--- config.mk ---
export PLATFORM = sky130hd
export DESIGN_NAME = neighbor_cache
export DESIGN_NICKNAME = d
export VERILOG_FILES = /design/src/logic/intra4_pkg.sv /design/src/logic/neighbor_cache.sv
export SDC_FILE = /design/constraint.sdc
export NUM_CORES = 1
export LEC_CHECK = 0
export BUFFER_PORTS_ARGS = -buffer_cell sky130_fd_sc_hd__buf_2
export CORE_MARGIN = 10
export CORE_UTILIZATION = 25
export CTS_BUF_LIST = sky130_fd_sc_hd__clkbuf_16
export CTS_CLUSTER_DIAMETER = 40
export DETAILED_ROUTE_END_ITERATION = 16
export PLACE_DENSITY = 0.45
export SKIP_LAST_GASP = 1
export SYNTH_ARGS = -nofsm -noshare
export SYNTH_HDL_FRONTEND = slang
export SYNTH_SLANG_ARGS = --single-unit
--- constraint.sdc ---
create_clock -name clk -period 4.7 [get_ports clk]
set_clock_uncertainty 0.2 [all_clocks]
set_input_delay 0.94 -clock clk [delete_from_list [all_inputs] [get_ports clk]]
set_output_delay 0.94 -clock clk [all_outputs]
set_load 0.1 [all_outputs]
--- src/logic/intra4_pkg.sv ---
// Intra 4x4 shared definitions
package intra4_pkg;

    //--------------------------------------------------------------------------
    // Geometry and scoring constants
    //--------------------------------------------------------------------------
    localparam int NUM_MODES     = 4;
    localparam int NUM_SUBBLOCKS = 16;
    localparam int MB_DIM        = 16;
    localparam int TOP_PIX       = 20;
    localparam int BLK_ROWS      = 4;
    localparam int MB_BASE_COST  = 211;

    // Header cost per mode, indexed by pred_mode_e
    localparam int unsigned FIXED_COST [NUM_MODES] = '{40, 1151, 1723, 1874};

    //--------------------------------------------------------------------------
    // Data types
    //--------------------------------------------------------------------------
    typedef logic [7:0]                    pixel_t;
    typedef logic [31:0]                   row4_t;
    typedef logic [127:0]                  blk4_t;
    typedef logic [8*MB_DIM*MB_DIM-1:0]    mb_t;
    typedef logic [31:0]                   sse_t;
    typedef logic [63:0]                   score_t;
    typedef logic [31:0]                   lambda_t;
    typedef logic [2*NUM_SUBBLOCKS-1:0]    mode_map_t;

    typedef enum logic [1:0] {
        MODE_DC = 2'd0,
        MODE_TM = 2'd1,
        MODE_VE = 2'd2,
        MODE_HE = 2'd3
    } pred_mode_e;

    typedef struct packed {
        pixel_t top_left;
        row4_t  top;
        row4_t  top_right;
        row4_t  left;
    } nbr_t;

    // DC sits in the low bits so a mode index selects its slice
    typedef struct packed {
        blk4_t he;
        blk4_t ve;
        blk4_t tm;
        blk4_t dc;
    } pred_set_t;

    typedef struct packed {
        sse_t he;
        sse_t ve;
        sse_t tm;
        sse_t dc;
    } sse_set_t;

endpackage

--- src/logic/neighbor_cache.sv ---
// Sub-block neighbor cache
module neighbor_cache (
    input  logic                                   clk,
    input  logic                                   rst_n,
    input  logic                                   load_i,
    input  logic                                   advance_i,
    input  logic [3:0]                             sub_idx_i,
    input  intra4_pkg::blk4_t                      chosen_i,
    input  logic [8*intra4_pkg::TOP_PIX-1:0]       top_i,
    input  intra4_pkg::pixel_t                     top_left_i,
    input  logic [8*intra4_pkg::MB_DIM-1:0]        left_i,
    output intra4_pkg::nbr_t                       nbr_o
);

    logic [8*intra4_pkg::MB_DIM-1:0] top_line;
    logic [8*intra4_pkg::MB_DIM-1:0] mb_left;
    intra4_pkg::row4_t               mb_top_right;
    intra4_pkg::row4_t               cur_left;
    intra4_pkg::pixel_t              cur_top_left;
    intra4_pkg::row4_t               right_col;
    logic [1:0]                      col;
    logic [1:0]                      row;
    logic [1:0]                      next_col;
    logic [1:0]                      next_row;

    assign col      = sub_idx_i[1:0];
    assign row      = sub_idx_i[3:2];
    assign next_col = col + 2'd1;
    assign next_row = row + 2'd1;

    always_comb begin
        for (int y = 0; y < 4; y++) begin
            right_col[8*y +: 8] = chosen_i[32*y + 24 +: 8];
        end
    end

    // Right column takes the macroblock top-right
    always_comb begin
        nbr_o.top_left  = cur_top_left;
        nbr_o.top       = top_line[32*col +: 32];
        nbr_o.top_right = (col == 2'd3) ? mb_top_right : top_line[32*next_col +: 32];
        nbr_o.left      = cur_left;
    end

    always_ff @(posedge clk or negedge rst_n) begin
        if (!rst_n) begin
            top_line     <= '0;
            mb_left      <= '0;
            mb_top_right <= '0;
            cur_left     <= '0;
            cur_top_left <= '0;
        end else if (load_i) begin
            top_line     <= top_i[8*intra4_pkg::MB_DIM-1:0];
            mb_top_right <= top_i[8*intra4_pkg::TOP_PIX-1 -: 32];
            mb_left      <= left_i;
            cur_left     <= left_i[31:0];
            cur_top_left <= top_left_i;
        end else if (advance_i) begin
            top_line[32*col +: 32] <= chosen_i[127 -: 32];
            if (col == 2'd3) begin
                // Wrap to the start of the next block row
                cur_left     <= mb_left[32*next_row +: 32];
                cur_top_left <= mb_left[32*row + 24 +: 8];
            end else begin
                cur_left     <= right_col;
                cur_top_left <= top_line[32*col + 24 +: 8];
            end
        end
    end

    a_load_advance_excl: assert property (@(posedge clk) disable iff (!rst_n)
        !(load_i && advance_i));

endmodule

== After elaboration in Yosys (flattened, before gate mapping) ==
Index checks and enable logic that the tools add are counted.

* Register bits: 328
* Input bits: 432
* Output and inout port bits: 104

* Add/subtract/negate cells: 5
* Eq/ne operators: 1
* Shifts and indexed selects: 7
* Multiplexer cells: 10
* Reduce and logical (&&, ||, !) cells: 1

{| class="wikitable"
|+ Operators by type and width
! cell !! number
|-
| indexed part select 128 x 8 -> 32 bit || 3
|-
| two-way mux 128 bit || 2
|-
| indexed part select 128 x 9 -> 8 bit || 2
|-
| bitwise mux 128 bit || 1
|-
| two-way mux 32 bit || 4
|-
| variable shift 32 x 34 -> 128 bit, first input constant || 1
|-
| indexed part select 32 x 34 -> 128 bit || 1
|-
| negator 7 -> 34 bit || 1
|-
| two-way mux 8 bit || 3
|-
| adder 7 x 5 -> 8 bit, second input constant || 2
|-
| adder 2 x 1 -> 2 bit, second input constant || 2
|-
| == test 2 bit, second input constant || 1
|-
| nonzero test 2 bit || 1
|}

== Depth between registers and ports, before layout ==
Gate-level depths: netlist (run 1).

* Depth in word-level cells: 5
* Gate-level depth with buffers: 11
* Mapped depth without buffers: 6

== Worst setup path before layout (run 1) ==
Ideal clock, no wire load.

* Path type: input-to-output
* Start: in sub_idx_i[0]
* End: out nbr_o[33] (netlist bit)
* Arrival: 3.493 ns
* Required time: 3.560 ns
* Setup slack: 0.067 ns
* Stages on the path: 9
* Buffers on the path: 5
* Cells stage by stage: buf_2 buf_2 buf_2 clkinv_1 ha_1 buf_2 buf_4 mux4_2 mux2_2

{| class="wikitable"
|+ RTL lines
! what !! RTL line !! RTL
|-
| start: declaration || neighbor_cache.sv:7 || <nowiki>input logic [3:0] sub_idx_i,</nowiki>
|-
| end: declaration || neighbor_cache.sv:12 || <nowiki>output intra4_pkg::nbr_t nbr_o</nowiki>
|}

==> summary.log, run 1 <==
INFO  route          top_layer=met5
INFO  critical_path  critical_path.startpoint_type=input port
INFO  cells_and_area fillCellCount=6507
INFO  clocking       cts_max_level=3
INFO  yosys          yosys_register_bits=328
INFO  yosys          synth_enable_flop_cells=0
INFO  cells_and_area instances_no_fill=2692
INFO  yosys          yosys.area.top_type=sky130_fd_sc_hd__dfrtp_1
INFO  critical_path  worstSetupPathType=input port to output pin
INFO  cells_and_area nets=2203
INFO  clocking       worstSkewPairLatency=600ps
INFO  power_and_ir_drop seq_power_share=29.8%
INFO  route          drc=0
INFO  sta            rsz0062_at_grt=false
INFO  sta            timing.fmax=230.1MHz
INFO  route          dr.first_iter.drc_count=1155
INFO  route          drtPass1Iterations=8
INFO  power_and_ir_drop power_switching_share=31.91%
INFO  cells_and_area area_used_by_multi_input_combinational_logic=7303um^2
INFO  yosys          synth.net_count=1737
INFO  grt            grt_max_degree=104
INFO  clocking       cts_tree=done
INFO  yosys          synth_top_cell_area_share=49.93%
INFO  sta            post-route-worst-setup-slack=354.7ps
INFO  sta            fin_tns_setup=0ps
INFO  sta            hold_viol=0
INFO  die            die_area=76410um^2
INFO  yosys          synth.area.top_cells=sky130_fd_sc_hd__dfrtp_1 50%, sky130_fd_sc_hd__mux2_2 14%, sky130_fd_sc_hd__mux4_2 8.9%, sky130_fd_sc_hd__a222oi_1 5.8%, sky130_fd_sc_hd__mux2i_1 3.8%
INFO  power_and_ir_drop net-switching-power=0.003525W
INFO  power_and_ir_drop comb_power_share=20.7%
INFO  route          met2_routed_wirelength=31.25mm
INFO  route          route.layer.met1.wl=27.65mm
INFO  yosys          netlist_instances=1299
INFO  yosys          ys.warnings.count=0
INFO  power_and_ir_drop intPower=0.007523W
INFO  place          gp_congestion=0.8048
INFO  grt            grt_pass1_wl=98.72mm
INFO  sta            tightestPinTransition=1068ps
INFO  cells_and_area layout-drive-gt1-share=49.53%
INFO  clocking       cts_made_buffers=76
INFO  clocking       clkSlewWorstSetupHoldPaths=40ps
INFO  yosys          seq_area_frac_synth=49.93%
INFO  place          numPlacedInstances=2542
INFO  place          pre_cts_ws=315.2ps
INFO  power_and_ir_drop power.ir.vdd_worst=0.2437mV
INFO  clocking       postCtsHoldBufs=0
INFO  hold_path      min_path_type=input port to asynchronous set/reset pin
INFO  critical_path  worst_setup_path_end_kind=output pin
INFO  die            row_count=93
INFO  die            boundaryPins=536
INFO  grt            antenna_found_initial=32
INFO  yosys          synth_flop_cell=sky130_fd_sc_hd__dfrtp_1
INFO  sta            share_of_the_clock_period_used_by_the_worst_path=92.45%
INFO  route          post_drt_via_cell_ratio=4.985
INFO  cells_and_area ff_latch_area=8208um^2
INFO  route          antenna_left=0
INFO  power_and_ir_drop static_leakage_power=10.48nW
INFO  flow_run       count_of_max_cap_constraint_violations=0
INFO  clocking       clock_tree.buffer_depth=3
INFO  sta            max_slew_violation_count=0
INFO  route          routed_wirelength=67.03mm
INFO  clocking       post-cts-setup-buffers=0
INFO  grt            gr-total-overflow=0
INFO  die            core=64810um^2
INFO  critical_path  worst-endpoint-arrival=3210ps
INFO  die            start_util=25.36%
INFO  route          met3_wirelength=6.364mm
INFO  route          drt-wirelength-per-cell=24.90um
INFO  yosys          synth.lib_cells_used.distinct=39
INFO  run_status     run_status=complete, no violations
INFO  place          placement.io_buffers=463
INFO  clocking       cts_root_buffer=sky130_fd_sc_hd__clkbuf_16
INFO  yosys          async_reset_ff_share=100.0%
INFO  grt            grt_pass1_vias=14730
INFO  sta            finalSetupViolCount=0
INFO  yosys          mapped_cell_area=16440um^2
INFO  sta            slew_headroom=28.78%
INFO  route          route.vias.total=13420
INFO  die            die_height=276.4um
INFO  power_and_ir_drop clock_power_share=49.5%
INFO  grt            global_router_s_overall_resource_usage=16.99%
INFO  power_and_ir_drop power-per-cell-area=491.8nW/um^2
INFO  critical_path  cp_data_required_time=3560ps
INFO  cells_and_area finish.utilization=34.66%
INFO  critical_path  worstPathMaxFanout=24
INFO  clocking       tritoncts_num_sinks=328
INFO  cells_and_area synthToLayoutAreaGrowth=36.66%
INFO  clocking       cts_repair_resize_count=0
INFO  sta            time_the_worst_path_needs_with_i_o_delays_and_setup=4345ps
INFO  place          dp_hpwl=48.11mm
INFO  die            die_width=276.4um
INFO  yosys          synthesis.area_per_instance=12.65um^2
==> cells in the final DEF (no fill, tap or decap), drive strengths merged, types with 13 or more instances in the layout <==
| master | n |
|---|---|
| a21oi | 13 |
| a221o | 29 |
| a221oi | 21 |
| a222oi | 95 |
| a22oi | 32 |
| buf | 504 |
| bufinv | 13 |
| clkbuf | 78 |
| clkinv | 29 |
| dfrtp | 328 |
| inv | 125 |
| mux2 | 198 |
| mux2i | 62 |
| mux4 | 65 |
| nand2 | 66 |
| nor2 | 46 |
| o21ai | 63 |
==> power by group through the flow <==
stage / sequential [W] / combinational (W) / clock [W]
4_1_cts: 0.00329 / 0.00232 / 0.00559
3_5_place_dp: 0.00333 / 0.00232 / 0
6_report: 0.00329 / 0.00229 / 0.00547
3_3_place_gp: 0.00332 / 0.00230 / 0
2_1_floorplan: 0.00355 / 0.00140 / 0
5_1_grt: 0.00333 / 0.00242 / 0.00573
==> metal layers <==
layer	track usage [%]	vias to the layer above
li1	-	5952
met3	7.118	137
met2	26.92	582
met4	5.506	40
met1	20.56	6708
met5	0	-
==> per-stage QoR <==
step | instance area [um^2] | hold slack, ps | total power, W
after floorplan | 16440 | 261.6 | 0.004957
after global placement | 19800 | 281.7 | 0.005621
after detailed placement | 19800 | 289.1 | 0.005647
after CTS | 22430 | 212.9 | 0.01120
after global routing | 22440 | 243.8 | 0.01148
final | 22460 | 187.9 | 0.01105
==> flip-flops by register name (all words and copies together) (netlist names) <==
register	count
cur_left	32
mb_top_right	32
mb_left	128
cur_top_left	8
top_line	128
==> logic make-up (layout without fill, tap and decap cells) <==
| group | after synthesis | in the layout | synth area share (%) |
|---|---|---|---|
| DFF | 328 | 328 | 49.93 |
| muxes | 325 | 325 | 26.24 |
| buffers and inverters | 233 | 759 | 6.272 |
| adders and majority gates | 6 | 6 | 0.4567 |
| and+or+nand+nor | 123 | 123 | 3.220 |
| other | 0 | 12 | 0 |
| AOI/OAI and AO/OA | 284 | 284 | 13.88 |
==> Yosys cell counts (8+ instances only) <==
cell,number
sky130_fd_sc_hd__dfrtp_1,328
sky130_fd_sc_hd__mux2_2,198
sky130_fd_sc_hd__inv_1,116
sky130_fd_sc_hd__a222oi_1,95
sky130_fd_sc_hd__nand2_1,66
sky130_fd_sc_hd__buf_2,65
sky130_fd_sc_hd__mux4_2,65
sky130_fd_sc_hd__mux2i_1,62
sky130_fd_sc_hd__o21ai_0,51
sky130_fd_sc_hd__nor2_1,46
sky130_fd_sc_hd__clkbuf_1,34
sky130_fd_sc_hd__a22oi_1,32
sky130_fd_sc_hd__a221o_1,29
sky130_fd_sc_hd__a221oi_1,21
sky130_fd_sc_hd__a21oi_1,12
sky130_fd_sc_hd__o21ai_1,12
sky130_fd_sc_hd__a211oi_1,10
sky130_fd_sc_hd__a31oi_1,10
sky130_fd_sc_hd__buf_4,9
sky130_fd_sc_hd__o221ai_1,8
==> final cells by class <==
cell class                 instances  share of cell area [%]
sequential                       328                   36.54
multi-input combinational        738                   32.51
timing repair buffer             504                   12.35
clock buffer                      78                   8.689
tap                              855                   4.762
clock inverter                    60                   3.058
inverter                         117                   1.955
antenna                           12                  0.1337
==> path summary, 6_finish.rpt <==
| path | from | end | slack [ps] | cells after the start |
|---|---|---|---|---|
| hold / removal | rst_n | top_line[51] | 190 | 1 |
| min in group clk | top_line[29] | top_line[29] | 300 | 2 |
| max in group asynchronous | rst_n | mb_left[45] | 3000 | 2 |
| setup reg to reg | top_line[93] | cur_top_left[5] | 2810 | 4 |
| setup / recovery | sub_idx_i[0] | nbr_o[36] | 350 | 7 |
| hold reg to reg | top_line[29] | top_line[29] | 300 | 2 |
==> critical path, cell delays in order <==
cell	delay (ps)
sky130_fd_sc_hd__buf_4	100
sky130_fd_sc_hd__clkinv_1	120
sky130_fd_sc_hd__ha_4	650
sky130_fd_sc_hd__buf_4	260
sky130_fd_sc_hd__mux4_2	520
sky130_fd_sc_hd__mux2_2	290
sky130_fd_sc_hd__buf_2	300
Note: power is estimated with default switching activity, not from simulation.
==> run 2: changes to the inputs <==
==> constraint.sdc (replaced) <==
create_clock -name clk -period 5.6 [get_ports clk]
set_clock_uncertainty 0.2 [all_clocks]
set_input_delay 1.12 -clock clk [delete_from_list [all_inputs] [get_ports clk]]
set_output_delay 1.12 -clock clk [all_outputs]
set_load 0.1 [all_outputs]
==> run 2 against run 1 <==
Count of clock-buffer cells in the layout rose by 1. Wire length fell by 0.39%. Final area barely moved. Non-clock buffer count fell by 10. Critical endpoint is now nbr_o[38]. Highest routed layer unchanged.
==> summary.log, run 2 (synthesized netlist as in run 1, its figures left out) <==
INFO  run_status     run_status=complete, no violations
INFO  clocking       cts_made_buffers=79 [+3.9%]
INFO  power_and_ir_drop power.ir.vdd_worst=0.3037mV [+25%]
INFO  clocking       post-cts-setup-buffers=0 [unchanged]
INFO  place          placement.io_buffers=463 [unchanged]
INFO  critical_path  worst_path_cell_chain=buf_4 > clkinv_1 > ha_4 > buf_4 > mux4_2 > mux2_2 > buf_2
INFO  die            die_area=76410um^2 [unchanged]
INFO  cells_and_area synthToLayoutAreaGrowth=36.73% [about the same]
INFO  critical_path  cp_data_required_time=4280ps [+720 ps]
INFO  sta            timing.fmax=206.7MHz
INFO  power_and_ir_drop power-per-cell-area=421.1nW/um^2 [-14%]
INFO  critical_path  timing.critical_path.to=nbr_o[38]
INFO  sta            finalSetupViolCount=0 [unchanged]
INFO  route          post_drt_via_cell_ratio=4.998 [+0.27%]
INFO  critical_path  worst_setup_path_end_kind=output pin
INFO  clocking       tritoncts_num_sinks=328 [unchanged]
INFO  power_and_ir_drop power_switching_share=32.46% [+0.55 points]
INFO  critical_path  critical_path.most_common_cell=sky130_fd_sc_hd__buf_4
INFO  place          gp_congestion=0.7865 [-2.3%]
INFO  critical_path  critical_path.startpoint_type=input port
INFO  clocking       cts_root_buffer=sky130_fd_sc_hd__clkbuf_16
INFO  critical_path  reg2reg_setup_slack=3670ps [+860 ps]
INFO  die            start_util=25.36% [unchanged]
INFO  critical_path  critPathSlowestCell=sky130_fd_sc_hd__ha_4
INFO  sta            max_slew_violation_count=0 [unchanged]
INFO  clocking       cts_tree=done
INFO  cells_and_area layout_common_cells=459 x sky130_fd_sc_hd__buf_2, 328 x sky130_fd_sc_hd__dfrtp_1, 198 x sky130_fd_sc_hd__mux2_2, 120 x sky130_fd_sc_hd__inv_1, 95 x sky130_fd_sc_hd__a222oi_1
INFO  sta            share_of_the_clock_period_used_by_the_worst_path=86.38%
INFO  route          drc=0 [unchanged]
INFO  clocking       cts_max_level=3 [unchanged]
INFO  critical_path  worstPathMaxFanout=30 [+25%]
INFO  power_and_ir_drop intPower=0.006394W [-15%]
INFO  sta            tightestPinTransition=1197ps [+128.8 ps]
INFO  critical_path  worst-endpoint-arrival=3520ps [+310 ps]
INFO  place          dp_hpwl=46.71mm [-2.9%]
INFO  sta            rsz0062_at_grt=false
INFO  clocking       clock_tree.buffer_depth=3 [unchanged]
INFO  sta            fin_tns_setup=0ps [unchanged]
INFO  route          drtPass1Iterations=9 [+1]
INFO  clocking       worstSkewPairLatency=620ps [+20 ps]
INFO  grt            grt_max_degree=125 [+20%]
INFO  die            boundaryPins=536 [unchanged]
INFO  critical_path  worstSetupPathType=input port to output pin
INFO  route          drt-wirelength-per-cell=24.78um [-0.46%]
INFO  die            die_height=276.4um [unchanged]
INFO  power_and_ir_drop clock_power_share=50.7% [+1.2 points]
INFO  route          dr.first_iter.drc_count=1251 [+8.3%]
INFO  clocking       clkSlewWorstSetupHoldPaths=40ps [about the same]
INFO  grt            grt_pass1_wl=98.79mm [about the same]
INFO  grt            global_router_s_overall_resource_usage=16.90% [-0.086 points]
INFO  critical_path  worst_setup_path_startpoint=sub_idx_i[0]
INFO  power_and_ir_drop seq_power_share=29.2% [-0.6 points]
INFO  die            die_width=276.4um [unchanged]
INFO  sta            slew_headroom=20.19% [-8.6 points]
INFO  sta            time_the_worst_path_needs_with_i_o_delays_and_setup=4837ps
INFO  cells_and_area commonest_non_fill_non_tap_cell_in_the_layout=sky130_fd_sc_hd__buf_2
INFO  grt            grt_pass1_vias=14710 [-0.095%]
INFO  power_and_ir_drop net-switching-power=0.003072W [-13%]
INFO  critical_path  r2r-end=cur_top_left[2]
INFO  die            row_count=93 [unchanged]
INFO  cells_and_area layout-drive-gt1-share=49.56% [about the same]
INFO  sta            hold_viol=0 [unchanged]
INFO  hold_path      min_path_type=register to register
INFO  die            core=64810um^2 [unchanged]
INFO  route          route.vias.total=13470 [+0.34%]
INFO  critical_path  reg2reg_depth=4 [unchanged]
INFO  power_and_ir_drop static_leakage_power=10.47nW [-0.11%]
INFO  route          antenna_left=0 [unchanged]
INFO  grt            gr-total-overflow=0 [unchanged]
INFO  grt            antenna_found_initial=41 [+28%]
INFO  cells_and_area finish.utilization=34.68% [about the same]
INFO  cells_and_area nets=2196 [-0.32%]
INFO  clocking       cts_repair_resize_count=0 [unchanged]
INFO  critical_path  rr_startpoint=top_line[90]
INFO  route          routed_wirelength=66.77mm [-0.39%]
INFO  clocking       postCtsHoldBufs=0 [unchanged]
INFO  critical_path  critical_path_max_stage_delay=770ps [+120 ps]
INFO  cells_and_area layout_top_registers=mb_left x128, top_line x128
INFO  flow_run       count_of_max_cap_constraint_violations=0 [unchanged]
INFO  power_and_ir_drop comb_power_share=20.1% [-0.6 points]
[run 2: cell types whose count changed in the layout (fill, tap and decap cells not counted), sizes merged]
cell / previous run / this run
clkbuf: 78 / 79
clkinv: 29 / 34
diode: 12 / 15
inv: 125 / 128
buf: 504 / 494
[run 2: area by class of cell]
cell class	instances	area, um^2
Antenna cell	15	37.54
Clock inverter	68	829.5
Sequential cell	328	8208
Timing Repair Buffer	494	2613
Fill cell	6469	42340
Tap cell	855	1070
Multi-Input combinational cell	738	7303
Clock buffer	79	1977
Inverter	117	439.2
[run 2: worst min path at each step]
stage,start,endpoint,slack (ps),cells past startpoint
floorplan,top_line[0],top_line[0],260,2
global placement,mb_top_right[0],mb_top_right[0],280,1
detailed placement,mb_top_right[10],mb_top_right[10],290,1
CTS,mb_top_right[6],mb_top_right[6],300,1
global route,mb_top_right[10],mb_top_right[10],310,1
finish,mb_top_right[6],mb_top_right[6],300,1
[run 2: power groups by stage]
stage	Sequential, W	Clock [W]	Combinational, W
after CTS	0.00276	0.00490	0.00194
final	0.00276	0.00480	0.00191
after global routing	0.00279	0.00503	0.00202
after floorplan	0.00298	0	0.00118
after detailed placement	0.00279	0	0.00193
after global placement	0.00278	0	0.00192
[run 2: metal layers]
| layer | up-vias | wire length, um | track usage, % |
|---|---|---|---|
| li1 | 5928 | - | - |
| met1 | 6753 | 27120 | 20.34 |
| met2 | 599 | 30950 | 26.92 |
| met3 | 143 | 6867 | 7.244 |
| met4 | 42 | 1542 | 5.212 |
| met5 | - | 294 | 0 |
[run 2: critical path: cells and delay by family]
kind / cells / cell delay [ps]
muxes: 2 / 820
adders and majority gates: 1 / 770
buffers and inverters: 4 / 780
[run 2: metrics by stage]
stage,std cells,worst slack [ps],hold slack (ps),power (W),cell area (um^2)
after detailed placement,2532,697.2,291.4,0.004727,19630
after global routing,2683,635.8,314.5,0.009842,22450
after global placement,2532,726.8,284.0,0.004704,19630
after CTS,2679,687.3,301.9,0.009602,22440
final,2694,763.0,297.7,0.009466,22480
after floorplan,1299,606.6,261.6,0.004161,16440
==> run 3: changes to the inputs <==
--- a/config.mk
+++ b/config.mk
@@ -6,12 +6,12 @@
 export NUM_CORES = 1
 export LEC_CHECK = 0
 export BUFFER_PORTS_ARGS = -buffer_cell sky130_fd_sc_hd__buf_2
-export CORE_MARGIN = 10
-export CORE_UTILIZATION = 25
+export CORE_AREA = 8 8 202 204
 export CTS_BUF_LIST = sky130_fd_sc_hd__clkbuf_16
 export CTS_CLUSTER_DIAMETER = 40
 export DETAILED_ROUTE_END_ITERATION = 16
-export PLACE_DENSITY = 0.45
+export DIE_AREA = 0 0 210 212
+export PLACE_DENSITY = 0.71
 export SKIP_LAST_GASP = 1
 export SYNTH_ARGS = -nofsm -noshare
 export SYNTH_HDL_FRONTEND = slang
==> run 3 against run 2 <==
Highest routed layer unchanged. Worst hold slack improved by 3.6 ps. Count of clock-buffer cells in the layout fell by 22. Final area fell by 5.7%. Die area fell by 42%. Critical endpoint is now nbr_o[58].
==> summary.log, run 3 (synthesized netlist as in run 1, its figures left out) <==
INFO  critical_path  critical_path.startpoint_type=input port
INFO  clocking       worstSkewPairLatency=600ps [-20 ps]
INFO  sta            timing.fmax=209.5MHz [+1.3%]
INFO  clocking       cts_made_buffers=57 [-28%]
INFO  route          route.vias.total=13520 [+0.37%]
INFO  route          met3_wirelength=5.720mm [-17%]
INFO  clocking       cts_root_buffer=sky130_fd_sc_hd__clkbuf_16
INFO  die            die_area=44520um^2 [-42%]
INFO  clocking       postCtsHoldBufs=0 [unchanged]
INFO  route          route.layer.met1.wl=22.15mm [-18%]
INFO  cells_and_area nets=2168 [-1.3%]
INFO  critical_path  worstSetupPathType=input port to output pin
INFO  power_and_ir_drop power-per-cell-area=390.0nW/um^2 [-7.4%]
INFO  critical_path  cp_data_required_time=4280ps [about the same]
INFO  grt            gr-total-overflow=0 [unchanged]
INFO  route          routed_wirelength=57.24mm [-14%]
INFO  route          met2_routed_wirelength=27.42mm [-11%]
INFO  sta            rsz0062_at_grt=false
INFO  flow_run       count_of_max_cap_constraint_violations=0 [unchanged]
INFO  cells_and_area area_used_by_multi_input_combinational_logic=7292um^2 [-0.15%]
INFO  die            boundaryPins=536 [unchanged]
INFO  critical_path  worst_setup_path_startpoint=sub_idx_i[1]
INFO  route          drtPass1Iterations=8 [-1]
INFO  sta            fin_tns_setup=0ps [unchanged]
INFO  hold_path      min_from=mb_top_right[20]
INFO  die            die_height=212um [-23%]
INFO  cells_and_area layout-drive-gt1-share=48.65% [-0.91 points]
INFO  route          drc=0 [unchanged]
INFO  route          top_layer=met5
INFO  clocking       clkSlewWorstSetupHoldPaths=50ps [about the same]
INFO  grt            global_router_s_overall_resource_usage=25.07% [+8.2 points]
INFO  sta            hold_viol=0 [unchanged]
INFO  grt            grt_pass1_wl=86.58mm [-12%]
INFO  power_and_ir_drop static_leakage_power=10.09nW [-3.7%]
INFO  cells_and_area layout_common_cells=459 x sky130_fd_sc_hd__buf_2, 328 x sky130_fd_sc_hd__dfrtp_1, 198 x sky130_fd_sc_hd__mux2_2, 119 x sky130_fd_sc_hd__inv_1, 95 x sky130_fd_sc_hd__a222oi_1
INFO  clocking       cts_max_level=2 [-1]
INFO  sta            time_the_worst_path_needs_with_i_o_delays_and_setup=4773ps [-64.29 ps]
INFO  die            row_count=72 [-23%]
INFO  route          post_drt_via_cell_ratio=5.881 [+18%]
INFO  grt            antenna_found_initial=14 [-66%]
INFO  die            start_util=43.34% [+18 points]
INFO  route          dr.first_iter.drc_count=1478 [+18%]
INFO  clocking       clock_tree.buffer_depth=3 [unchanged]
INFO  place          gp_congestion=0.9019 [+15%]
INFO  cells_and_area ff_latch_area=8208um^2 [unchanged]
INFO  grt            grt_max_degree=164 [+31%]
INFO  sta            finalSetupViolCount=0 [unchanged]
INFO  hold_path      min_path_type=register to register
INFO  clocking       tritoncts_num_sinks=328 [unchanged]
INFO  route          antenna_left=0 [unchanged]
INFO  clocking       cts_tree=done
INFO  critical_path  rr_startpoint=top_line[90]
INFO  cells_and_area synthToLayoutAreaGrowth=28.95%
INFO  sta            share_of_the_clock_period_used_by_the_worst_path=85.23% [-1.1 points]
INFO  cells_and_area layout_top_registers=mb_left x128, top_line x128
INFO  place          pre_cts_ws=772.2ps [+75.02 ps]
INFO  route          drt-wirelength-per-cell=24.91um [+0.51%]
INFO  clocking       post-cts-setup-buffers=0 [unchanged]
INFO  sta            tightestPinTransition=1143ps [-54.61 ps]
INFO  place          dp_hpwl=39.38mm [-16%]
INFO  run_status     run_status=complete, no violations
INFO  cells_and_area commonest_non_fill_non_tap_cell_in_the_layout=sky130_fd_sc_hd__buf_2
INFO  die            die_width=210um [-24%]
INFO  sta            max_slew_violation_count=0 [unchanged]
INFO  power_and_ir_drop power.ir.vdd_worst=0.2464mV [-19%]
INFO  sta            slew_headroom=23.65% [+3.5 points]
INFO  critical_path  worstPathMaxFanout=13 [-57%]
INFO  die            core=37930um^2 [-41%]
INFO  critical_path  worst_setup_path_end_kind=output pin
INFO  sta            post-route-worst-setup-slack=827.3ps [+64.29 ps]
INFO  grt            grt_pass1_vias=14500 [-1.4%]
INFO  clocking       cts_repair_resize_count=0 [unchanged]
INFO  cells_and_area fillCellCount=3135 [-52%]
INFO  place          placement.io_buffers=463 [unchanged]
INFO  critical_path  worst-endpoint-arrival=3450ps [-70 ps]
## run 3: path summary, 6_finish.rpt
kind / slack [ps] / depth (start not counted) / end
setup / recovery: 830 / 7 / nbr_o[58]
hold / removal: 300 / 1 / mb_top_right[20]
setup reg to reg: 3840 / 4 / cur_top_left[2]
hold reg to reg: 300 / 1 / mb_top_right[20]
max in group asynchronous: 3540 / 2 / top_line[57]
min in group asynchronous: 370 / 1 / top_line[86]
## run 3: layer usage
layer | GRT usage (%) | vias up
li1 | - | 5848
met1 | 30.98 | 6753
met2 | 41.05 | 749
met3 | 7.532 | 143
met4 | 9.891 | 22
met5 | 0 | -
## run 3: worst max-delay path: stages
cell                     delay, ps
sky130_fd_sc_hd__buf_2         100
sky130_fd_sc_hd__inv_1          80
sky130_fd_sc_hd__ha_2          680
sky130_fd_sc_hd__buf_4         340
sky130_fd_sc_hd__mux4_2        550
sky130_fd_sc_hd__mux2_2        270
sky130_fd_sc_hd__buf_2         300
## run 3: where the power goes
group / switching [W] / internal (W)
Sequential: 0.000155 / 0.00261
Clock: 0.00131 / 0.00231
Combinational: 0.00131 / 0.000570
## run 3: through the flow
step	cell area, um^2	power (W)	hold slack [ps]	utilization [%]	instances
final	21200	0.008267	301.3	55.89	2298
after floorplan	16440	0.004161	261.6	-	1299
after detailed placement	19170	0.004681	290.7	50.54	2189
after global placement	19170	0.004644	283.3	50.54	2189
after CTS	21190	0.008340	301.5	55.86	2294
after global routing	21190	0.008554	311.1	55.88	2296
## run 3: area by class of cell
| cell class | count | share of cell area [%] |
|---|---|---|
| multi-input cells | 738 | 34.40 |
| diodes | 4 | 0.04722 |
| well taps | 518 | 3.058 |
| repair buffers | 488 | 12.17 |
| inverters | 117 | 2.072 |
| flip-flops and latches | 328 | 38.72 |
| clock buffers | 57 | 6.729 |
| clock inverters | 48 | 2.798 |
